===== config.mk =====
export PLATFORM = sky130hd
export DESIGN_NAME = os_generator
export DESIGN_NICKNAME = d
export VERILOG_FILES = /design/src/design/os_gen_pkg.sv /design/src/design/os_generator.sv /design/src/design/os_lane_packer.sv /design/src/design/os_symbol_sequencer.sv /design/src/design/os_field_builder.sv
export VERILOG_INCLUDE_DIRS = /design/src /design/src/design
export SDC_FILE = /design/constraint.sdc
export NUM_CORES = 1
export LEC_CHECK = 0
export ABC_AREA = 1
export ABC_CLOCK_PERIOD_IN_PS = 3000
export BUFFER_PORTS_ARGS = -buffer_cell sky130_fd_sc_hd__buf_2
export CAP_MARGIN = 20
export CORE_MARGIN = 1
export CORE_UTILIZATION = 45
export DETAILED_ROUTE_END_ITERATION = 12
export PLACE_DENSITY = 0.74
export SETUP_SLACK_MARGIN = 0.2
export SLEW_MARGIN = 20
export SYNTH_ARGS = -nofsm -noshare
export SYNTH_HDL_FRONTEND = slang
export SYNTH_SLANG_ARGS = --single-unit
export TNS_END_PERCENT = 100

===== constraint.sdc =====
create_clock -name pclk -period 3 [get_ports pclk]
set_clock_uncertainty 0.1 [all_clocks]
set_input_delay 0.3 -clock pclk [delete_from_list [all_inputs] [get_ports pclk]]
set_output_delay 0.3 -clock pclk [all_outputs]
set_load 0.02 [all_outputs]

===== src/design/os_gen_macros.svh =====
`ifndef OS_GEN_MACROS_SVH
`define OS_GEN_MACROS_SVH

// symbol and lane geometry
`define OS_SYM_W       8      // one 8b/10b symbol before encoding
`define OS_PIPE_WIDTH  16     // bits per lane per pclk
`define OS_NUM_LANES   4
`define OS_BLOCK_SYMS  16     // TS1 / TS2 length
`define OS_SHORT_SYMS  4      // SKP / EIOS length

// K codes
`define OS_COM         8'hBC  // K28.5
`define OS_PAD         8'hF7  // K23.7
`define OS_SKP         8'h1C  // K28.0
`define OS_IDL         8'h7C  // K28.3

// training set identifiers, D codes
`define OS_TS1_ID      8'h4A  // D10.2
`define OS_TS2_ID      8'h45  // D5.2

`endif

===== src/design/os_gen_pkg.sv =====
`include "os_gen_macros.svh"

package os_gen_pkg;

   // encoding follows the LTSSM request
   typedef enum logic [1:0] {
      TS1  = 2'd0,
      TS2  = 2'd1,
      SKP  = 2'd2,
      EIOS = 2'd3
   } os_type_e;

   // lane number field handling, any value above SEQ is treated as reversed
   typedef enum logic [1:0] {
      PAD = 2'd0,
      SEQ = 2'd1,
      REV = 2'd2
   } lane_mode_e;

   typedef logic [`OS_SYM_W-1:0] os_sym_t;

   // listed from symbol 15 down so that com lands on the lowest byte
   typedef struct packed {
      os_sym_t [9:0] ident;      // symbols 6..15
      os_sym_t       train_ctl;  // symbol 5
      os_sym_t       rate_id;    // symbol 4
      os_sym_t       n_fts;      // symbol 3
      os_sym_t       lane;       // symbol 2
      os_sym_t       link;       // symbol 1
      os_sym_t       com;        // symbol 0
   } ts_fields_s;

   // same 128 bits seen as named fields or as symbol slots
   typedef union packed {
      ts_fields_s                        ts;
      os_sym_t [`OS_BLOCK_SYMS-1:0]      sym;
   } os_block_u;

endpackage


===== src/design/os_generator.sv =====
`timescale 1ns/1ps
`include "os_gen_macros.svh"

module os_generator #(
   parameter int NUM_LANES  = `OS_NUM_LANES,
   parameter int PIPE_WIDTH = `OS_PIPE_WIDTH
) (
   input  logic                                         pclk,
   input  logic                                         reset_n,
   input  logic                                         start,
   input  os_gen_pkg::os_type_e                         os_type,
   input  os_gen_pkg::lane_mode_e                       lane_mode,
   input  logic [7:0]                                   link_number,
   input  logic [2:0]                                   rate,
   input  logic                                         loopback,
   output logic                                         busy,
   output logic                                         finish,
   output logic [NUM_LANES*PIPE_WIDTH-1:0]              pipe_data,
   output logic [NUM_LANES*(PIPE_WIDTH/`OS_SYM_W)-1:0]  pipe_datak,
   output logic [NUM_LANES*(PIPE_WIDTH/`OS_SYM_W)-1:0]  pipe_datavalid
);

   import os_gen_pkg::*;

   logic        load;
   os_block_u   block;
   os_type_e    block_type;
   lane_mode_e  block_lane_mode;
   logic        beat_valid;
   logic [3:0]  sym_index;
   logic        beat_last;

   // request capture and symbol assembly
   os_field_builder u_builder (
      .pclk            (pclk),
      .reset_n         (reset_n),
      .start           (start),
      .os_type         (os_type),
      .lane_mode       (lane_mode),
      .link_number     (link_number),
      .rate            (rate),
      .loopback        (loopback),
      .load            (load),
      .block           (block),
      .block_type      (block_type),
      .block_lane_mode (block_lane_mode)
   );

   os_symbol_sequencer #(
      .PIPE_WIDTH (PIPE_WIDTH)
   ) u_sequencer (
      .pclk       (pclk),
      .reset_n    (reset_n),
      .load       (load),
      .block_type (block_type),
      .beat_valid (beat_valid),
      .sym_index  (sym_index),
      .beat_last  (beat_last)
   );

   // output register stage onto the PIPE bus
   os_lane_packer #(
      .NUM_LANES  (NUM_LANES),
      .PIPE_WIDTH (PIPE_WIDTH)
   ) u_packer (
      .pclk            (pclk),
      .reset_n         (reset_n),
      .block           (block),
      .block_type      (block_type),
      .block_lane_mode (block_lane_mode),
      .beat_valid      (beat_valid),
      .sym_index       (sym_index),
      .beat_last       (beat_last),
      .pipe_data       (pipe_data),
      .pipe_datak      (pipe_datak),
      .pipe_datavalid  (pipe_datavalid),
      .busy            (busy),
      .finish          (finish)
   );

endmodule


===== src/design/os_lane_packer.sv =====
`timescale 1ns/1ps
`include "os_gen_macros.svh"

module os_lane_packer #(
   parameter int NUM_LANES  = `OS_NUM_LANES,
   parameter int PIPE_WIDTH = `OS_PIPE_WIDTH
) (
   input  logic                                         pclk,
   input  logic                                         reset_n,
   input  os_gen_pkg::os_block_u                        block,
   input  os_gen_pkg::os_type_e                         block_type,
   input  os_gen_pkg::lane_mode_e                       block_lane_mode,
   input  logic                                         beat_valid,
   input  logic [3:0]                                   sym_index,
   input  logic                                         beat_last,
   output logic [NUM_LANES*PIPE_WIDTH-1:0]              pipe_data,
   output logic [NUM_LANES*(PIPE_WIDTH/`OS_SYM_W)-1:0]  pipe_datak,
   output logic [NUM_LANES*(PIPE_WIDTH/`OS_SYM_W)-1:0]  pipe_datavalid,
   output logic                                         busy,
   output logic                                         finish
);

   import os_gen_pkg::*;

   localparam int SYMS = PIPE_WIDTH / `OS_SYM_W;

   os_sym_t                            lane_sym [NUM_LANES];
   logic                               lane_k;
   logic                               is_ts;
   logic [NUM_LANES*PIPE_WIDTH-1:0]    data_d;
   logic [NUM_LANES*SYMS-1:0]          k_d;

   assign is_ts  = (block_type == TS1) || (block_type == TS2);
   assign lane_k = (block_lane_mode == PAD);

   // lane number field of every lane
   always_comb begin
      for (int l = 0; l < NUM_LANES; l++) begin
         case (block_lane_mode)
            PAD:     lane_sym[l] = `OS_PAD;
            SEQ:     lane_sym[l] = 8'(l + 1);
            default: lane_sym[l] = 8'(NUM_LANES - l);   // reversed numbering
         endcase
      end
   end

   always_comb begin
      logic [3:0] idx;
      os_sym_t    sym;
      logic       k;

      data_d = '0;
      k_d    = '0;
      for (int l = 0; l < NUM_LANES; l++) begin
         for (int s = 0; s < SYMS; s++) begin
            idx = sym_index + 4'(s);   // earlier symbol in the lower byte
            sym = block.sym[idx];
            k   = 1'b0;
            if (!is_ts) begin
               k = 1'b1;               // SKP and EIOS are all K
            end else if (idx == 4'd0) begin
               k = 1'b1;               // COM
            end else if (idx == 4'd1) begin
               k = (sym == `OS_PAD);   // link PAD
            end else if (idx == 4'd2) begin
               sym = lane_sym[l];
               k   = lane_k;
            end
            data_d[l*PIPE_WIDTH + s*`OS_SYM_W +: `OS_SYM_W] = sym;
            k_d[l*SYMS + s] = k;
         end
      end
   end

   always_ff @(posedge pclk) begin
      if (!reset_n) begin
         pipe_data      <= '0;
         pipe_datak     <= '0;
         pipe_datavalid <= '0;
         busy           <= 1'b0;
         finish         <= 1'b0;
      end else if (beat_valid) begin
         pipe_data      <= data_d;
         pipe_datak     <= k_d;
         pipe_datavalid <= '1;
         busy           <= !beat_last;
         finish         <= beat_last;  // single pulse on the final beat
      end else begin
         pipe_data      <= '0;        // idle bus between sets
         pipe_datak     <= '0;
         pipe_datavalid <= '0;
         busy           <= 1'b0;
         finish         <= 1'b0;
      end
   end

endmodule


===== src/design/os_symbol_sequencer.sv =====
`timescale 1ns/1ps
`include "os_gen_macros.svh"

module os_symbol_sequencer #(
   parameter int PIPE_WIDTH = `OS_PIPE_WIDTH
) (
   input  logic                  pclk,
   input  logic                  reset_n,
   input  logic                  load,
   input  os_gen_pkg::os_type_e  block_type,
   output logic                  beat_valid,
   output logic [3:0]            sym_index,
   output logic                  beat_last
);

   import os_gen_pkg::*;

   localparam int SYMS = PIPE_WIDTH / `OS_SYM_W;  // symbols per lane per beat

   logic        sending;
   logic [3:0]  count;
   logic [4:0]  set_len;
   logic [4:0]  beat_end;

   // SKP and EIOS are short sets, block_type holds until the next load
   assign set_len = (block_type == SKP || block_type == EIOS) ?
                    5'(`OS_SHORT_SYMS) : 5'(`OS_BLOCK_SYMS);

   // the load cycle already carries the first beat
   assign beat_valid = load | sending;
   assign sym_index  = load ? 4'd0 : count;
   assign beat_end   = {1'b0, sym_index} + 5'(SYMS);
   assign beat_last  = beat_valid && (beat_end >= set_len);

   always_ff @(posedge pclk) begin
      if (!reset_n) begin
         sending <= 1'b0;
         count   <= 4'd0;
      end else if (load) begin
         // restart drops any unfinished set
         count   <= 4'(SYMS);
         sending <= !beat_last;
      end else if (sending) begin
         count   <= count + 4'(SYMS);
         sending <= !beat_last;
      end
   end

endmodule


===== src/design/os_field_builder.sv =====
`timescale 1ns/1ps
`include "os_gen_macros.svh"

module os_field_builder (
   input  logic                    pclk,
   input  logic                    reset_n,
   input  logic                    start,
   input  os_gen_pkg::os_type_e    os_type,
   input  os_gen_pkg::lane_mode_e  lane_mode,
   input  logic [7:0]              link_number,
   input  logic [2:0]              rate,
   input  logic                    loopback,
   output logic                    load,
   output os_gen_pkg::os_block_u   block,
   output os_gen_pkg::os_type_e    block_type,
   output os_gen_pkg::lane_mode_e  block_lane_mode
);

   import os_gen_pkg::*;

   os_block_u  next_block;
   os_sym_t    rate_id;
   os_sym_t    ident_sym;
   os_sym_t    short_fill;
   logic       link_pad;

   assign link_pad   = (link_number == 8'h00);  // no link assigned yet
   assign ident_sym  = (os_type == TS2) ? `OS_TS2_ID : `OS_TS1_ID;
   assign short_fill = (os_type == SKP) ? `OS_SKP : `OS_IDL;

   // data rate identifier, one-hot shifted by rate
   always_comb begin
      case (rate)
         3'd1:    rate_id = 8'h02;
         3'd2:    rate_id = 8'h04;
         3'd3:    rate_id = 8'h08;
         3'd4:    rate_id = 8'h10;
         default: rate_id = 8'h20;
      endcase
   end

   always_comb begin
      next_block = '0;
      if (os_type == SKP || os_type == EIOS) begin
         next_block.sym[0] = `OS_COM;
         for (int i = 1; i < `OS_SHORT_SYMS; i++) begin
            next_block.sym[i] = short_fill;
         end
      end else begin
         next_block.ts.com       = `OS_COM;
         next_block.ts.link      = link_pad ? `OS_PAD : link_number;
         next_block.ts.lane      = `OS_PAD;              // packer fills per lane
         next_block.ts.n_fts     = 8'h00;
         next_block.ts.rate_id   = rate_id;
         next_block.ts.train_ctl = {5'b0, loopback, 2'b0}; // loopback is bit 2
         next_block.ts.ident     = {10{ident_sym}};
      end
   end

   always_ff @(posedge pclk) begin
      if (!reset_n) begin
         load <= 1'b0;
      end else begin
         load <= start;
      end
   end

   // request payload, held until the next start
   always_ff @(posedge pclk) begin
      if (start) begin
         block           <= next_block;
         block_type      <= os_type;
         block_lane_mode <= lane_mode;
      end
   end

endmodule


==> impl_metrics.toml, run 1 <==
[critical_path]
rrSetupSlack_ns = 0.99
r2r-end = "u_sequencer.sending"
r2r.worst_path.cells = 10
crit_path_max_incr_delay_ns = 0.38
crit_chain = "inv_2 -> nand2_4 -> ha_1 -> inv_1 -> ha_1 -> nand2_1 -> nand2_1 -> o21ai_0 -> nand2_1 -> nor2_1"
worst_path_most_repeated_cell = "nand2_1"
required_ns = 3.14
critPathMaxFanout = 15
start_kind = "flop"
r2r_start = "u_builder.load"
critical_path_class = "reg2reg"
arrival_ns = 2.15
slowest_stage = "dfxtp_1"
cp-end-kind = "flop"

[layout]
final_common_cell = "buf_2"
mostFrequentLayoutCells = "100 x buf_2, 76 x nand2_1, 30 x inv_1, 30 x nor2_1, 30 x dfxtp_1"
nFillCells = 596
multi_input_area_sq_um = 874.6
fin_nets = 402
drive_above_1_share_pct = 32.37
syn_to_final_growth_pct = 9.070
design_area_sq_mm = 0.003039
regArea_sq_mm = 0.001321
antenna_cells = 0

[sta]
slew_viol_final = 0
setup_tns_ns = 0
min_period_ns = 2.007
fmax_mhz = 498.3
fin_crit_sh_pct = 66.89
rsz0062_at_grt = "false"
finalHoldViolations = 0
slew_headroom_pct = 61.17
final-setup-viol-count = 0
tightest_slew_ns = 0.5771

[routing]
detail_route.iter0.violations = 70
drtAntennaViolNets = 0
dr_total_vias = 2138
first_pass_iters = 4
wl_per_cell_um = 11.17
avgViaCountPerCell = 4.699
drc = 0
wirelength_mm = 5.082

[yosys]
syn_inst = 333
yosys_warnings = 0
syn_nets = 356
synth_fa_ha_area_share_pct = 1.796
synthSimpleGateAreaFrac_pct = 23.04
synth_top_family_by_area = "simple AND/OR/NAND/NOR gates"
avgSynthCellArea_sq_um = 8.368
synth_area_sq_mm = 0.002786
synth-compound-area-share_pct = 6.556
synth_mux_area_share_pct = 0
post_synth_num_cell_types = 28
seq_area_frac_synth_pct = 47.42
ys_seq_elements = 54
synth_xor_area_share_pct = 0

[worst_hold_path]
hold_depth = 1
hold_path_end = "u_builder.block_lane_mode[0]"
min_from = "lane_mode[0]"
hold_path.class = "in2reg"

[floorplanning]
die_h_um = 80.69
core_sq_mm = 0.005956
rows = 28
die-area_sq_mm = 0.006511
io_pins = 101
fp.dieW_um = 80.69
initial_core_util_pct = 46.79

[clock_network]
clock_path_buffers = 2
post_cts_resized = 0
ctsHoldBuffers = 0
postCtsSetupBuffers = 0
htree_num_levels = 2
cts_tree = "done"
worstSkewPairLatency_ns = 0.30
clockRootBuffer = "clkbuf_8"
cts_sinks = 54
path_clk_slew_ns = 0.09
cts_buffers = 5

[job]
drv_cap = 0

[grt]
grt_max_degree = 26
gr-usage-all-layers_pct = 16.94
grt_overflow = 0
antenna_found_initial = 0
grt_pass1_wl_mm = 8.300
grt_pass1_vias = 1853

[power_and_ir_drop]
power_mw = 1.614
p_per_area_mw_per_mm2 = 531.2
power.leakage_nw = 1.630
ir_drop_mv = 0.3116

[place]
io_buffers = 100
hpwl_mm = 4.040
placed_area_sq_mm = 0.002933
gp_congestion = 0.8787

[outcome]
outcome = "finished clean"
==> cell type report <==
cell class,instances,area share [%]
clock buffer,7,2.511
clock inverter,1,0.9881
inverter,36,4.446
multi-input combinational,181,28.78
sequential,54,43.47
tap,75,3.088
timing repair buffer,101,16.71
==> kinds of logic (layout without fill, tap and decap cells) <==
kind of cell / after synthesis / after routing
AO/OA/AOI/OAI: 33 / 33
buffers and inverters: 98 / 145
adder cells (fa/ha/maj): 4 / 4
flip-flops: 54 / 54
AND/OR/NAND/NOR: 144 / 144
==> sequential cells by signal, summed over array words and instances, names as in the netlist <==
register and count:
u_builder.block 21, u_packer.pipe_data 20, u_sequencer.count 3, u_builder.block_lane_mode 2, u_packer.pipe_datak 2, u_builder.block_type 1, u_builder.load 1, u_packer.busy 1
u_packer.finish 1, u_packer.pipe_datavalid 1, u_sequencer.sending 1
==> worst max path at each step <==
stage                               from             endpoint  cells after the start
after floorplan           u_builder.load        u_packer.busy                     11
after global placement    u_builder.load        u_packer.busy                     10
after detailed placement  u_builder.load        u_packer.busy                     10
after CTS                 u_builder.load  u_sequencer.sending                     10
after global routing      u_builder.load  u_sequencer.sending                     10
final                     u_builder.load  u_sequencer.sending                     10
==> routing by layer <==
layer  share of wire, %  vias to the layer above  track usage, %
li1                   -                     1107               -
met1                 45                      942           20.74
met2                 47                       82           29.07
met3                5.5                        7           3.068
met4                1.8                        0           6.964
met5                  0                        -               0
==> report_power, final <==
group	internal, mW	switching, mW	total [mW]
clock	0.250	0.217	0.466
combinational	0.0948	0.202	0.296
sequential	0.819	0.0327	0.852
total	1.16	0.451	1.61
==> synth_stat cells, drive strengths merged <==
cell type  number  area [sq um]
nor2           35         163.9
nor4            3         18.77
nor3            6         30.03
nand2          79         314.0
a21oi          17         85.08
dfxtp          30         600.6
o221ai          1         8.760
ha              4         50.05
nand3b          1         7.510
nand4           2         12.51
o211ai          2         15.01
o21ai          11         58.81
clkbuf          3         11.26
nand3          18         95.09
o21a            1         7.510
a211oi          1         7.510
inv            36         135.1
buf            59         444.2
edfxtp         24         720.7
==> metrics by stage <==
stage	cells	utilization [%]	worst slack [ns]	hold WS, ns
floorplan	333	-	1.097	0.2935
global placement	447	49.24	1.060	0.3882
detailed placement	447	49.24	1.022	0.3846
CTS	455	51.03	0.9927	0.06842
global route	455	51.03	0.8686	0.06555
finish	455	51.03	0.9932	0.07279
==> worst max-delay path, delay by kind of cell (launching register included) <==
family / cells / cell delay, ns
compound gates: 1 / 0.20
simple gates: 5 / 0.47
fa+ha+maj: 2 / 0.57
buf+inv: 2 / 0.23
flops: 1 / 0.38
Note: power is estimated with default switching activity, not from simulation.
==> inputs of run 2 (changes only) <==
--- a/config.mk
+++ b/config.mk
@@ -7,7 +7,7 @@
 export NUM_CORES = 1
 export LEC_CHECK = 0
 export ABC_AREA = 1
-export ABC_CLOCK_PERIOD_IN_PS = 3000
+export ABC_CLOCK_PERIOD_IN_PS = 1950
 export BUFFER_PORTS_ARGS = -buffer_cell sky130_fd_sc_hd__buf_2
 export CAP_MARGIN = 20
 export CORE_MARGIN = 1
==> constraint.sdc (replaced) <==
create_clock -name pclk -period 1.95 [get_ports pclk]
set_clock_uncertainty 0.1 [all_clocks]
set_input_delay 0.195 -clock pclk [delete_from_list [all_inputs] [get_ports pclk]]
set_output_delay 0.195 -clock pclk [all_outputs]
set_load 0.02 [all_outputs]
==> run 2 against run 1 <==
Net effect: power grew 47%; cell count up 1.8%; die area stayed put; utilization is 2.0 points higher; via count up 3.0%; routed wire length grew 5.2%; hold slack lost 0.051 ns; count of clock-buffer cells in the layout fell by 2; sequential power increased by 54%; cell area increased by 4.0%; combinational power rose by 68%; critical path type unchanged; highest routed layer unchanged.
==> impl_metrics.toml, run 2 (same netlist as run 1, synthesis figures left out) <==
[sta]
rsz0062_at_grt = "true"
slew_viol_final = 0
finalHoldViolations = 0
fmax_mhz = 604.8
fin_crit_sh_pct = 84.79
slew_headroom_pct = 59.60
min_period_ns = 1.653
setup_slack_ns = 0.2966
tightest_slew_ns = 0.6005
setup_tns_ns = 0
timing.hold.ws_ns = 0.02142
final-setup-viol-count = 0

[job]
drv_cap = 0

[layout]
drive_above_1_share_pct = 35.31
largest_reg_flops = 21
fin_nets = 410
syn_to_final_growth_pct = 13.43
utilization_pct = 53.07
antenna_cells = 0
mostFrequentLayoutCells = "100 x buf_2, 74 x nand2_1, 30 x inv_1"
design_area_sq_mm = 0.003161
top_regs = "u_builder.block: 21 flops, u_packer.pipe_data: 20 flops, u_sequencer.count: 3 flops"
final_common_cell = "buf_2"
final_cells = 463
regMostFlops = "u_builder.block"

[clock_network]
cts_buffers = 5
clockRootBuffer = "clkbuf_8"
clock_path_buffers = 2
path_clk_slew_ns = 0.09
cts_tree = "done"
worstSkewPairLatency_ns = 0.31
htree_num_levels = 2
cts_sinks = 54

[routing]
dr_total_vias = 2203
drtAntennaViolNets = 0
avgViaCountPerCell = 4.758
detail_route.iter0.violations = 98
drc = 0
wirelength_mm = 5.346
wl_per_cell_um = 11.55
first_pass_iters = 4

[floorplanning]
initial_core_util_pct = 46.79
core_sq_mm = 0.005956
fp.dieW_um = 80.69
die_h_um = 80.69
rows = 28
io_pins = 101
die-area_sq_mm = 0.006511

[grt]
grt.met1_usage_pct = 21.30
gr-usage-all-layers_pct = 17.51
use_met2_pct = 29.49
grt_max_degree = 26
use_met3_pct = 3.523
grt_overflow = 0
grt_pass1_wl_mm = 8.493
grt_pass1_vias = 1897
grt_busiest_layer = "met2"
antenna_found_initial = 0

[worst_hold_path]
hold_path.class = "in2reg"

[critical_path]
cp-end-kind = "flop"
critical_path_class = "reg2reg"
start_kind = "flop"
slowest_stage = "dfxtp_4"
required_ns = 2.10
crit_chain = "clkinv_8 -> nand2_8 -> ha_4 -> inv_1 -> ha_1 -> nand2_1 -> nand2_1 -> o21ai_2 -> nand2_1 -> nor2_1"
crit_path_max_incr_delay_ns = 0.38
arrival_ns = 1.80
crit_buf_inv = 2
critPathMaxFanout = 7
worst_path_most_repeated_cell = "nand2_1"
critical-path-top-delay-family = "adder cells"

[power_and_ir_drop]
power_mw = 2.380
ir_drop_mv = 0.4600
power.leakage_nw = 1.668
p_per_area_mw_per_mm2 = 753.1

[outcome]
outcome = "finished clean"

[place]
gp_congestion = 0.8777
preCtsSetupSlack_ns = 0.1474
place_inst = 447
placed_area_sq_mm = 0.002955
io_buffers = 100
hpwl_mm = 4.133
## run 2: changes by cell type in the layout (fill, tap and decap cells not counted), sizes merged
cell	previous run	this run
buf	101	107
clkinv	0	4
clkbuf	7	5
dlygate4sd3	0	2
bufinv	1	0
inv	36	35
## run 2: cell type report
class,instances,area [sq um]
fillers,578,2795
flip-flops and latches,54,1330
multi-input cells,181,923.4
repair buffers,109,585.6
inverters,36,147.6
well taps,75,93.84
clock buffers,5,68.82
clock inverters,3,11.26
## run 2: repair_timing
| item | in CTS | in global routing |
|---|---|---|
| pin swaps | 0 | 4 |
| hold buffers | 2 | 0 |
| hold endpoints to repair | 2 | 0 |
| endpoints found under the setup margin | 3 | 10 |
| setup buffers | 1 | 5 |
| resized for setup | 4 | 8 |
| gates cloned | 0 | 0 |
## run 2: worst paths after layout
| kind | cells after the start | endpoint | start | slack (ns) |
|---|---|---|---|---|
| worst min-delay path | 3 | u_builder.load | reset_n | 0.02 |
| worst max-delay path | 10 | u_packer.busy | u_builder.load | 0.30 |
| worst max register to register | 10 | u_packer.busy | u_builder.load | 0.30 |
| worst min register to register | 2 | u_sequencer.count[2] | u_sequencer.sending | 0.47 |
## run 2: worst register-to-register path: stages, from the launching register on
cell,delay (ns)
dfxtp_4,0.38
clkinv_8,0.09
nand2_8,0.06
ha_4,0.26
inv_1,0.03
ha_1,0.26
nand2_1,0.06
nand2_1,0.05
o21ai_2,0.14
nand2_1,0.08
nor2_1,0.08
## run 2: report_power, final
group          leakage (nW)  internal (mW)  switching [mW]  total, mW
Combinational          1.15          0.170           0.327      0.497
Clock                0.0407          0.240           0.332      0.572
Sequential            0.480           1.26          0.0517       1.31
Total                  1.67           1.67           0.710       2.38
## run 2: layer usage
layer | vias up | share of wire [%]
met4 | 0 | 1.7
li1 | 1122 | -
met1 | 979 | 43
met2 | 92 | 49
met3 | 10 | 6.6
met5 | - | 0
==> inputs of run 3 (changes only) <==
--- a/config.mk
+++ b/config.mk
@@ -7,13 +7,13 @@
 export NUM_CORES = 1
 export LEC_CHECK = 0
 export ABC_AREA = 1
-export ABC_CLOCK_PERIOD_IN_PS = 1950
+export ABC_CLOCK_PERIOD_IN_PS = 1400
 export BUFFER_PORTS_ARGS = -buffer_cell sky130_fd_sc_hd__buf_2
 export CAP_MARGIN = 20
 export CORE_MARGIN = 1
 export CORE_UTILIZATION = 45
 export DETAILED_ROUTE_END_ITERATION = 12
-export PLACE_DENSITY = 0.74
+export PLACE_DENSITY = 0.77
 export SETUP_SLACK_MARGIN = 0.2
 export SLEW_MARGIN = 20
 export SYNTH_ARGS = -nofsm -noshare
==> constraint.sdc (replaced) <==
create_clock -name pclk -period 1.4 [get_ports pclk]
set_clock_uncertainty 0.1 [all_clocks]
set_input_delay 0.14 -clock pclk [delete_from_list [all_inputs] [get_ports pclk]]
set_output_delay 0.14 -clock pclk [all_outputs]
set_load 0.02 [all_outputs]
==> run 3 against run 2 <==
Net effect: the flow now finishes with violations (negative setup slack); first-iteration DRC count rose by 18%; clock power rose by 82%; hold slack got worse by 0.0040 ns; utilization rose by 9.6 points; sequential power rose by 39%; sequential share of layout area fell by 6.5 points; global-route usage rose by 0.90 points; power rose by 59%; non-clock buffer count rose by 35; combinational power rose by 85%; count of clock-buffer cells in the layout rose by 1.
==> impl_metrics.toml, run 3 (same netlist as run 1, synthesis figures left out) <==
[sta]
slew_headroom_pct = 63.00
tightest_slew_ns = 0.5550
final-setup-viol-count = 17
timing.hold.ws_ns = 0.01738
setup_slack_ns = -0.2626
slew_viol_final = 0
finalHoldViolations = 0
fmax_mhz = 601.5
fin_crit_sh_pct = 118.8
min_period_ns = 1.663
setup_tns_ns = -2.220
rsz0062_at_grt = "true"

[floorplanning]
die_h_um = 80.69
io_pins = 101
initial_core_util_pct = 46.79
core_sq_mm = 0.005956
die-area_sq_mm = 0.006511
fp.dieW_um = 80.69
rows = 28

[place]
hpwl_mm = 4.418
place_inst = 477
io_buffers = 100
preCtsSetupSlack_ns = -0.2200
gp_congestion = 0.8865
placed_area_sq_mm = 0.003243

[routing]
wirelength_mm = 6.135
drtAntennaViolNets = 0
dr_total_vias = 2422
detail_route.iter0.violations = 116
drc = 0
first_pass_iters = 4
wl_per_cell_um = 12.32
avgViaCountPerCell = 4.863

[power_and_ir_drop]
p_per_area_mw_per_mm2 = 1011
ir_drop_mv = 0.6513
power.leakage_nw = 1.912
power_mw = 3.774

[critical_path]
r2r-end = "u_packer.pipe_datak[5]"
crit_end = "u_packer.pipe_datak[5]"
cp-end-kind = "flop"
critPathLaunch = "u_builder.load"
r2r.worst_path.cells = 12
r2r_start = "u_builder.load"
critPathMaxFanout = 8
rrSetupSlack_ns = -0.26
required_ns = 1.56
critical_path_class = "reg2reg"
start_kind = "flop"
arrival_ns = 1.82

[clock_network]
cts_sinks = 54
htree_num_levels = 2
clockRootBuffer = "clkbuf_8"
cts_buffers = 5
path_clk_slew_ns = 0.10
worstSkewPairLatency_ns = 0.32
cts_tree = "done"
clock_path_buffers = 2

[job]
drv_cap = 0

[outcome]
violations = "negative setup slack"
outcome = "finished, violations left"

[grt]
grt_pass1_vias = 2082
grt_overflow = 0
grt_max_degree = 26
antenna_found_initial = 0
gr-usage-all-layers_pct = 18.41
grt_pass1_wl_mm = 9.004

[layout]
final_cells = 498
mostFrequentLayoutCells = "100 x buf_2, 54 x nand2_1, 27 x buf_4"
regMostFlops = "u_builder.block"
design_area_sq_mm = 0.003735
top_regs = "u_builder.block: 21 flops, u_packer.pipe_data: 20 flops, u_sequencer.count: 3 flops"
antenna_cells = 0
final_common_cell = "buf_2"
syn_to_final_growth_pct = 34.04
largest_reg_flops = 21
utilization_pct = 62.71
drive_above_1_share_pct = 52.72
fin_nets = 445

[worst_hold_path]
hold_path.class = "in2reg"
run 3: cell count changes in the layout (fill, tap and decap cells not counted), moves of 7 or more:
cell	previous run	this run
nand2_1	74	54
buf_4	6	27
a21oi_2	0	10
a21oi_1	17	7
nand2_2	2	16
nand2_4	1	9
buf_6	0	7
run 3: cell type report:
cell class | instances | area [sq um]
Clock inverter | 2 | 37.54
Inverter | 36 | 147.6
Multi-Input combinational cell | 181 | 1136
Timing Repair Buffer | 144 | 917.1
Clock buffer | 6 | 72.57
Tap cell | 75 | 93.84
Sequential cell | 54 | 1330
Fill cell | 493 | 2221
run 3: how the worst min path moves through the flow:
stage | start | slack [ns] | end | cells past startpoint
after floorplan | reset_n | 0.13 | u_builder.load | 2
after global placement | lane_mode[1] | 0.23 | u_builder.block_lane_mode[1] | 1
after detailed placement | lane_mode[0] | 0.22 | u_builder.block_lane_mode[0] | 1
after CTS | os_type[0] | 0.009 | u_builder.block[123] | 2
after global routing | os_type[0] | 0.02 | u_builder.block[123] | 2
final | os_type[0] | 0.02 | u_builder.block[22] | 3
run 3: per-layer routing:
layer / vias to the layer above / wire, um / track usage, %
li1: 1186 / - / -
met1: 1104 / 2496 / 21.10
met2: 112 / 3086 / 32.12
met3: 20 / 352 / 4.886
met4: 0 / 200 / 7.679
met5: - / 0 / 0
run 3: what timing repair did:
item | in CTS | in global routing
pin swaps | 7 | 24
gates resized for setup | 17 | 58
hold endpoints to repair | 7 | 0
setup buffers | 2 | 5
hold buffers | 6 | 0
endpoints found under the setup margin | 25 | 34
run 3: power breakdown:
part           internal (mW)  switching [mW]
combinational          0.366           0.551
sequential              1.76          0.0669
clock                  0.534           0.502
total                   2.66            1.12
run 3: worst max-delay path, cell delays in order, from the launching register on:
cell,delay (ns)
dfxtp_4,0.37
inv_6,0.07
nand2_4,0.07
buf_8,0.14
buf_12,0.12
buf_12,0.13
nand2_4,0.05
nand3_2,0.07
nand2_1,0.09
nor2_1,0.05
nor2_1,0.15
nand3_1,0.11
nand2_1,0.08
